--- src/hw/adc_emu_pkg.sv ---
`default_nettype none

package adc_emu_pkg;

    ////////////////////
    // widths
    ////////////////////

    // signed input voltage code
    parameter int VIN_WIDTH = 16;

    // magnitude part of the quantizer output
    parameter int ADC_WIDTH = 8;

    // sampling clock divider, 2^DIV_WIDTH clk_in periods per sample
    parameter int DIV_WIDTH = 2;

    ////////////////////
    // vector types
    ////////////////////

    typedef logic signed [VIN_WIDTH-1:0] vin_t;
    typedef logic [ADC_WIDTH-1:0] mag_t;
    typedef logic [DIV_WIDTH-1:0] div_t;

    ////////////////////
    // sync chain states
    ////////////////////

    // encoded as {presented output, sampled request}
    typedef enum logic [1:0] {
        SYNC_OFF   = 2'b00,
        SYNC_ARMED = 2'b01,
        SYNC_RUN   = 2'b11,
        SYNC_DRAIN = 2'b10
    } sync_state_t;

endpackage

`default_nettype wire

--- src/hw/slice_timing_if.sv ---
`timescale 1ns/1ps
`default_nettype none

interface slice_timing_if;

    // clk_in edge strobes, one emu_clk cycle each
    logic edge_p;
    logic edge_n;

    // sampled sync request, gated by the slice enable
    logic en_sync;

    // one pulse per divided clock period
    logic sample_strobe;

    modport detector (output edge_p, output edge_n);

    modport sync (input edge_p, input edge_n, output en_sync);

    modport divider (input edge_n, input en_sync, output sample_strobe);

    modport quant (input sample_strobe);

endinterface

`default_nettype wire

--- src/hw/clk_edge_detect.sv ---
`timescale 1ns/1ps
`default_nettype none

module clk_edge_detect (
    input  logic                    emu_clk,
    input  logic                    reset,
    input  logic                    clk_in,
    slice_timing_if.detector        tmg
);

    // clk_in history, stage 0 is the newest sample
    logic clk_in_s0;
    logic clk_in_s1;

    always_ff @(posedge emu_clk) begin
        if (reset) begin
            clk_in_s0 <= 1'b0;
            clk_in_s1 <= 1'b0;
        end else begin
            clk_in_s0 <= clk_in;
            clk_in_s1 <= clk_in_s0;
        end
    end

    // strobes are registered, so they show two cycles after sampling
    always_ff @(posedge emu_clk) begin
        if (reset) begin
            tmg.edge_p <= 1'b0;
            tmg.edge_n <= 1'b0;
        end else begin
            tmg.edge_p <= clk_in_s0 & ~clk_in_s1;
            tmg.edge_n <= ~clk_in_s0 & clk_in_s1;
        end
    end

endmodule

`default_nettype wire

--- src/hw/slice_sync_fsm.sv ---
`timescale 1ns/1ps
`default_nettype none

module slice_sync_fsm
    import adc_emu_pkg::*;
(
    input  logic                    emu_clk,
    input  logic                    reset,
    input  logic                    en_sync_in,
    input  logic                    en_slice,
    output logic                    en_sync_out,
    slice_timing_if.sync            tmg
);

    sync_state_t state_q;
    sync_state_t state_d;

    // flags carried in the state
    logic sampled_q;
    logic out_d;

    ////////////////////
    // next state
    ////////////////////

    // falling edge samples the request, rising edge presents it
    always_comb begin
        state_d = state_q;
        case (state_q)
            SYNC_OFF: begin
                if (tmg.edge_n && en_sync_in) begin
                    state_d = SYNC_ARMED;
                end
            end
            SYNC_ARMED: begin
                if (tmg.edge_n && !en_sync_in) begin
                    state_d = SYNC_OFF;
                end else if (tmg.edge_p) begin
                    state_d = SYNC_RUN;
                end
            end
            SYNC_RUN: begin
                if (tmg.edge_n && !en_sync_in) begin
                    state_d = SYNC_DRAIN;
                end
            end
            SYNC_DRAIN: begin
                // request came back before the output dropped
                if (tmg.edge_n && en_sync_in) begin
                    state_d = SYNC_RUN;
                end else if (tmg.edge_p) begin
                    state_d = SYNC_OFF;
                end
            end
            default: state_d = SYNC_OFF;
        endcase
    end

    assign out_d = (state_d == SYNC_RUN) || (state_d == SYNC_DRAIN);
    assign sampled_q = (state_q == SYNC_ARMED) || (state_q == SYNC_RUN);

    ////////////////////
    // state and output
    ////////////////////

    always_ff @(posedge emu_clk) begin
        if (reset) begin
            state_q     <= SYNC_OFF;
            en_sync_out <= 1'b0;
        end else begin
            state_q     <= state_d;
            en_sync_out <= out_d;
        end
    end

    // divider only runs while this slice is enabled
    assign tmg.en_sync = sampled_q & en_slice;

endmodule

`default_nettype wire

--- src/hw/sample_divider.sv ---
`timescale 1ns/1ps
`default_nettype none

module sample_divider
    import adc_emu_pkg::*;
#(
    parameter int DIV_WIDTH = adc_emu_pkg::DIV_WIDTH
) (
    input  logic                    emu_clk,
    input  logic                    reset,
    input  div_t                    init,
    input  logic                    alws_on,
    output logic                    clk_adder,
    slice_timing_if.divider         tmg
);

    logic [DIV_WIDTH-1:0] count_q;
    logic                 clk_adder_q;
    logic                 clk_adder_d1;

    ////////////////////
    // phase counter
    ////////////////////

    // idle slice sits at its start phase, always-on parks at all ones
    always_ff @(posedge emu_clk) begin
        if (reset) begin
            count_q <= '0;
        end else if (!tmg.en_sync) begin
            count_q <= DIV_WIDTH'(init);
        end else if (alws_on) begin
            count_q <= '1;
        end else if (tmg.edge_n) begin
            count_q <= count_q + 1'b1;
        end
    end

    ////////////////////
    // divided clock
    ////////////////////

    always_ff @(posedge emu_clk) begin
        if (reset) begin
            clk_adder_q  <= 1'b1;
            clk_adder_d1 <= 1'b1;
        end else begin
            clk_adder_q  <= ~count_q[DIV_WIDTH-1];
            clk_adder_d1 <= clk_adder_q;
        end
    end

    assign clk_adder = clk_adder_q;

    // rising edge of clk_adder
    assign tmg.sample_strobe = clk_adder_q & ~clk_adder_d1;

endmodule

`default_nettype wire

--- src/hw/adc_quantizer.sv ---
`timescale 1ns/1ps
`default_nettype none

module adc_quantizer
    import adc_emu_pkg::*;
#(
    parameter int VIN_WIDTH = adc_emu_pkg::VIN_WIDTH,
    parameter int ADC_WIDTH = adc_emu_pkg::ADC_WIDTH
) (
    input  logic                    emu_clk,
    input  logic                    reset,
    input  vin_t                    vin,
    output logic                    sign_out,
    output mag_t                    adder_out,
    output logic                    sample_valid,
    slice_timing_if.quant           tmg
);

    // drop the sign bit and the bits below the output resolution
    localparam int SHIFT = VIN_WIDTH - 1 - ADC_WIDTH;

    logic [VIN_WIDTH-1:0] vin_bits;
    logic [VIN_WIDTH-1:0] vin_abs;
    logic [VIN_WIDTH-1:0] vin_shift;
    logic                 sign_d;
    logic                 sat;
    logic [ADC_WIDTH-1:0] mag_d;
    logic [ADC_WIDTH-1:0] mag_q;

    ////////////////////
    // sign and magnitude
    ////////////////////

    assign vin_bits = VIN_WIDTH'(vin);
    assign sign_d   = vin_bits[VIN_WIDTH-1];

    // two's complement negate, the most negative code maps to 2^(VIN_WIDTH-1)
    assign vin_abs = sign_d ? (~vin_bits + 1'b1) : vin_bits;

    assign vin_shift = vin_abs >> SHIFT;

    // anything above the output range clips to full scale
    assign sat = |vin_shift[VIN_WIDTH-1:ADC_WIDTH];

    always_comb begin
        if (sat) begin
            mag_d = '1;
        end else begin
            mag_d = vin_shift[ADC_WIDTH-1:0];
        end
    end

    ////////////////////
    // result registers
    ////////////////////

    // result holds until the next strobe overwrites it
    always_ff @(posedge emu_clk) begin
        if (reset) begin
            sign_out <= 1'b0;
            mag_q    <= '0;
        end else if (tmg.sample_strobe) begin
            sign_out <= sign_d;
            mag_q    <= mag_d;
        end
    end

    // one pulse per new result
    always_ff @(posedge emu_clk) begin
        if (reset) begin
            sample_valid <= 1'b0;
        end else begin
            sample_valid <= tmg.sample_strobe;
        end
    end

    assign adder_out = mag_t'(mag_q);

endmodule

`default_nettype wire

--- src/hw/adc_slice_top.sv ---
`timescale 1ns/1ps
`default_nettype none

module adc_slice_top
    import adc_emu_pkg::*;
#(
    parameter int VIN_WIDTH = adc_emu_pkg::VIN_WIDTH,
    parameter int ADC_WIDTH = adc_emu_pkg::ADC_WIDTH,
    parameter int DIV_WIDTH = adc_emu_pkg::DIV_WIDTH
) (
    input  logic                    emu_clk,
    input  logic                    reset,

    // modelled sampling clock and enables
    input  logic                    clk_in,
    input  logic                    en_slice,
    input  logic                    en_sync_in,
    input  logic                    alws_on,
    input  div_t                    init,

    input  vin_t                    vin,

    output logic                    clk_adder,
    output logic                    en_sync_out,
    output logic                    sign_out,
    output mag_t                    adder_out,
    output logic                    sample_valid
);

    slice_timing_if tmg ();

    ////////////////////
    // clk_in edges
    ////////////////////

    clk_edge_detect i_clk_edge_detect (
        .emu_clk     (emu_clk),
        .reset       (reset),
        .clk_in      (clk_in),
        .tmg         (tmg.detector)
    );

    ////////////////////
    // sync chain
    ////////////////////

    slice_sync_fsm i_slice_sync_fsm (
        .emu_clk     (emu_clk),
        .reset       (reset),
        .en_sync_in  (en_sync_in),
        .en_slice    (en_slice),
        .en_sync_out (en_sync_out),
        .tmg         (tmg.sync)
    );

    // divided sampling clock
    sample_divider #(
        .DIV_WIDTH   (DIV_WIDTH)
    ) i_sample_divider (
        .emu_clk     (emu_clk),
        .reset       (reset),
        .init        (init),
        .alws_on     (alws_on),
        .clk_adder   (clk_adder),
        .tmg         (tmg.divider)
    );

    ////////////////////
    // quantizer
    ////////////////////

    adc_quantizer #(
        .VIN_WIDTH   (VIN_WIDTH),
        .ADC_WIDTH   (ADC_WIDTH)
    ) i_adc_quantizer (
        .emu_clk     (emu_clk),
        .reset       (reset),
        .vin         (vin),
        .sign_out    (sign_out),
        .adder_out   (adder_out),
        .sample_valid(sample_valid),
        .tmg         (tmg.quant)
    );

endmodule

`default_nettype wire

--- config.mk ---
export PLATFORM = sky130hd
export DESIGN_NAME = adc_slice_top
export DESIGN_NICKNAME = d
export VERILOG_FILES = /design/src/hw/adc_emu_pkg.sv /design/src/hw/slice_timing_if.sv /design/src/hw/clk_edge_detect.sv /design/src/hw/slice_sync_fsm.sv /design/src/hw/sample_divider.sv /design/src/hw/adc_quantizer.sv /design/src/hw/adc_slice_top.sv
export SDC_FILE = /design/constraint.sdc
export NUM_CORES = 1
export LEC_CHECK = 0
export BUFFER_PORTS_ARGS = -buffer_cell sky130_fd_sc_hd__buf_2
export CELL_PAD_IN_SITES_DETAIL_PLACEMENT = 1
export CELL_PAD_IN_SITES_GLOBAL_PLACEMENT = 1
export CORE_MARGIN = 2
export CORE_UTILIZATION = 38
export CTS_CLUSTER_DIAMETER = 120
export DETAILED_ROUTE_END_ITERATION = 10
export PLACE_DENSITY_LB_ADDON = 0.1
export SYNTH_ARGS = -nofsm -noshare
export SYNTH_HDL_FRONTEND = slang
export SYNTH_HIERARCHICAL = 1
export SYNTH_SLANG_ARGS = --single-unit
--- constraint.sdc ---
create_clock -name emu_clk -period 2.5 [get_ports emu_clk]
set_input_delay 0.125 -clock emu_clk [delete_from_list [all_inputs] [get_ports emu_clk]]
set_output_delay 0.125 -clock emu_clk [all_outputs]
set_load 0.005 [all_outputs]
==> run_results.csv <==
group,metric,value,unit
floorplanning,core-area,0.002477,mm²
global_routing,gr-total-overflow,0,
routing,drt-initial-drc-count,6,
setup_path,required,2.70,ns
timing,clock-skew-final,0.007855,ns
setup_path,cp_slowest_stage_delay,0.59,ns
synthesis,synthesis.area,984.7,µm²
place,dpl.hpwl,1.661,mm
synthesis,synthCells,101,
cts,clock_latency,0.30,ns
cts,clk_pin_slew,0.12,ns
cts,hold_buffers,0,
synthesis,synth_fp_nets,125,
floorplanning,design.die.area,0.003015,mm²
place,place.gp.congestion,0.7494,
finish,synthToLayoutAreaGrowth,22.49,%
synthesis,synth_top_area_share,42.69,%
routing,wl_per_cell,12.59,µm
setup_path,critical_path_class,"primary input to register",
setup_path,crit_fanout,8,
timing,slew_headroom,71.63,%
routing,drt-pass1-iter-count,4,
floorplanning,die_x,54.91,µm
timing,setup-tns-final,0,ns
pwr,peakVddDrop,0.2352,mV
finish,final_area,0.001206,mm²
job,maxCapViolCount,0,
floorplanning,start_util,39.75,%
cts,cts_tree,"done",
cts,clockBufferDepth,2,
setup_path,path_cells,"buf_2, or4_4, or4_1, a21oi_1, o41ai_2",
timing,hold_slack,0.02153,ns
timing,setup_viol,0,
outcome,status,"finished, final reports clean",
synthesis,synth_edf_count,0,
pwr,leakagePower,0.4962,nW
finish,nNetsFinal,161,
routing,ant_nets,0,
worst_hold_path,hp-class,"primary input to register",
timing,slew_violations,0,
cts,cts_buffers,3,
worst_hold_path,holdPathStages,2,
floorplanning,placementRows,18,
synthesis,synth_most_common_cell,"dfxtp_1",
place,place_area,0.001179,mm²
synthesis,avgSynthCellArea,9.749,µm²
global_routing,grt_pass1_vias,754,
routing,viasPerCell,5.187,
global_routing,antenna_found_initial,0,
global_routing,grt_use_total,14.89,%
global_routing,grt_max_degree,23,
timing,hold_violations,0,
routing,routed_wirelength,2.090,mm
pwr,cellPowerDensity,492.3,mW/mm²
setup_path,crit_arrival,1.60,ns
timing,fin_crit,1.400,ns
synthesis,yosysWarnings,6,
routing,via_count,861,
synthesis,ys_top_cells_by_count,"21 x dfxtp_1, 14 x nor2_1, 7 x a211oi_1, 6 x xor2_1",
cts,cts_sinks,21,
cts,postCtsSetupBuffers,0,
synthesis,ys.flop_type,"dfxtp_1",
cts,cts_resized,0,
setup_path,rr_worst_depth,5,
global_routing,grt_pass1_wl,3.229,mm
synthesis,async_reset_ff_share,0,%
finish,n_fill_cell,308,
synthesis,seq_area_frac_synth,42.69,%
timing,worst-slew-pin-transition,0.4255,ns
setup_path,start_kind,"primary input",
synthesis,ys_top_cells_by_area,"dfxtp_1 43%, a211oi_1 5.3%, nor2_1 5.3%",
synthesis,yosysTopAreaCell,"dfxtp_1",
timing,rsz0062_at_grt,"false",
floorplanning,die_h,54.91,µm
setup_path,cp-end-kind,"register",
timing,fmax,714.5,MHz
setup_path,critPathSlowestCell,"or4_4",
cts,htreeDepth,1,
timing,period_share,55.98,%
synthesis,yosys_register_bits,21,
floorplanning,io_pins,36,
finish,drive_above_1_share,36.76,%
place,port-buffer-count,35,
cts,cts_root_buf,"clkbuf_4",
synthesis,ys_types,34,
finish,n_antenna_cell,0,
routing,drc_errors,0,
metrics by stage:
stage	power [mW]	utilization (%)	setup WS, ns	std cells
2_1_floorplan	0.4013	-	0.8663	101
3_3_place_gp	0.4378	47.58	0.7800	162
3_5_place_dp	0.4406	47.58	0.7676	162
4_1_cts	0.6044	48.69	1.109	166
5_1_grt	0.6298	48.69	1.029	166
6_report	0.5938	48.69	1.100	166
path summary, 6_finish.rpt:
check | start | to | slack [ns]
worst max-delay path | vin[4] | i_adc_quantizer/adder_out[6] | 1.10
worst min-delay path | clk_in | i_clk_edge_detect/clk_in_s0 | 0.02
worst max register to register | i_sample_divider/clk_adder | i_adc_quantizer/adder_out[4] | 1.18
worst min register to register | i_clk_edge_detect/clk_in_s1 | i_clk_edge_detect/tmg.edge_p | 0.44
critical path: cells and delay by family:
| family | cells | cell delay (ns) |
|---|---|---|
| AOI/OAI and AO/OA | 2 | 0.26 |
| and+or+nand+nor | 2 | 1.11 |
| buffers and inverters | 1 | 0.09 |
flip-flops by register name, indices dropped and copies added (netlist names):
signal                         count
i_adc_quantizer/adder_out          8
i_sample_divider/count_q           2
i_slice_sync_fsm/state_q           2
i_adc_quantizer/sample_valid       1
i_adc_quantizer/sign_out           1
i_clk_edge_detect/clk_in_s0        1
i_clk_edge_detect/clk_in_s1        1
i_clk_edge_detect/tmg.edge_n       1
i_clk_edge_detect/tmg.edge_p       1
i_sample_divider/clk_adder         1
i_sample_divider/clk_adder_d1      1
i_slice_sync_fsm/en_sync_out       1
cells in the final DEF (no fill, tap or decap), types with 2 or more instances in the layout:
cell	count
nor3b_2	2
nor2_1	14
o21ai_0	2
or3_1	2
buf_2	35
or2_2	2
nor2b_1	4
mux2i_1	2
inv_1	4
a21oi_1	2
o31ai_1	2
xor2_1	6
nand3_1	4
a211oi_1	7
clkbuf_4	3
o41ai_1	3
a31oi_1	3
dfxtp_1	21
power by group:
group,switching (mW),total (mW),leakage (nW),internal (mW)
Sequential,0.00658,0.352,0.171,0.345
Combinational,0.0422,0.0797,0.307,0.0375
Clock,0.103,0.162,0.0177,0.0597
Total,0.151,0.594,0.496,0.442
layout make-up:
cell class              count  area, µm²  share of cell area [%]
multi-input cells          71      523.0                   43.36
flip-flops and latches     21      420.4                   34.85
repair buffers             36      182.7                   15.15
well taps                  30      37.54                   3.112
clock buffers               3      22.52                   1.867
inverters                   4      15.01                   1.245
clock inverters             1      5.005                  0.4149
routing by layer:
| metal | share of wire [%] | global-route usage (%) | vias up |
|---|---|---|---|
| met5 | 0 | 0 | - |
| met2 | 49 | 25.99 | 29 |
| li1 | - | - | 435 |
| met3 | 5.6 | 1.075 | 4 |
| met4 | 2.2 | 9.756 | 0 |
| met1 | 43 | 17.41 | 393 |
logic make-up (layout without fill, tap and decap cells):
family | after synthesis | in the layout | share of synthesized area (%)
simple gates | 39 | 39 | 24.40
compound gates | 23 | 23 | 20.46
flops | 21 | 21 | 42.69
buf+inv | 9 | 44 | 4.192
xor+xnor | 7 | 7 | 6.226
mux | 2 | 2 | 2.033
(Power assumes the default switching activity.)
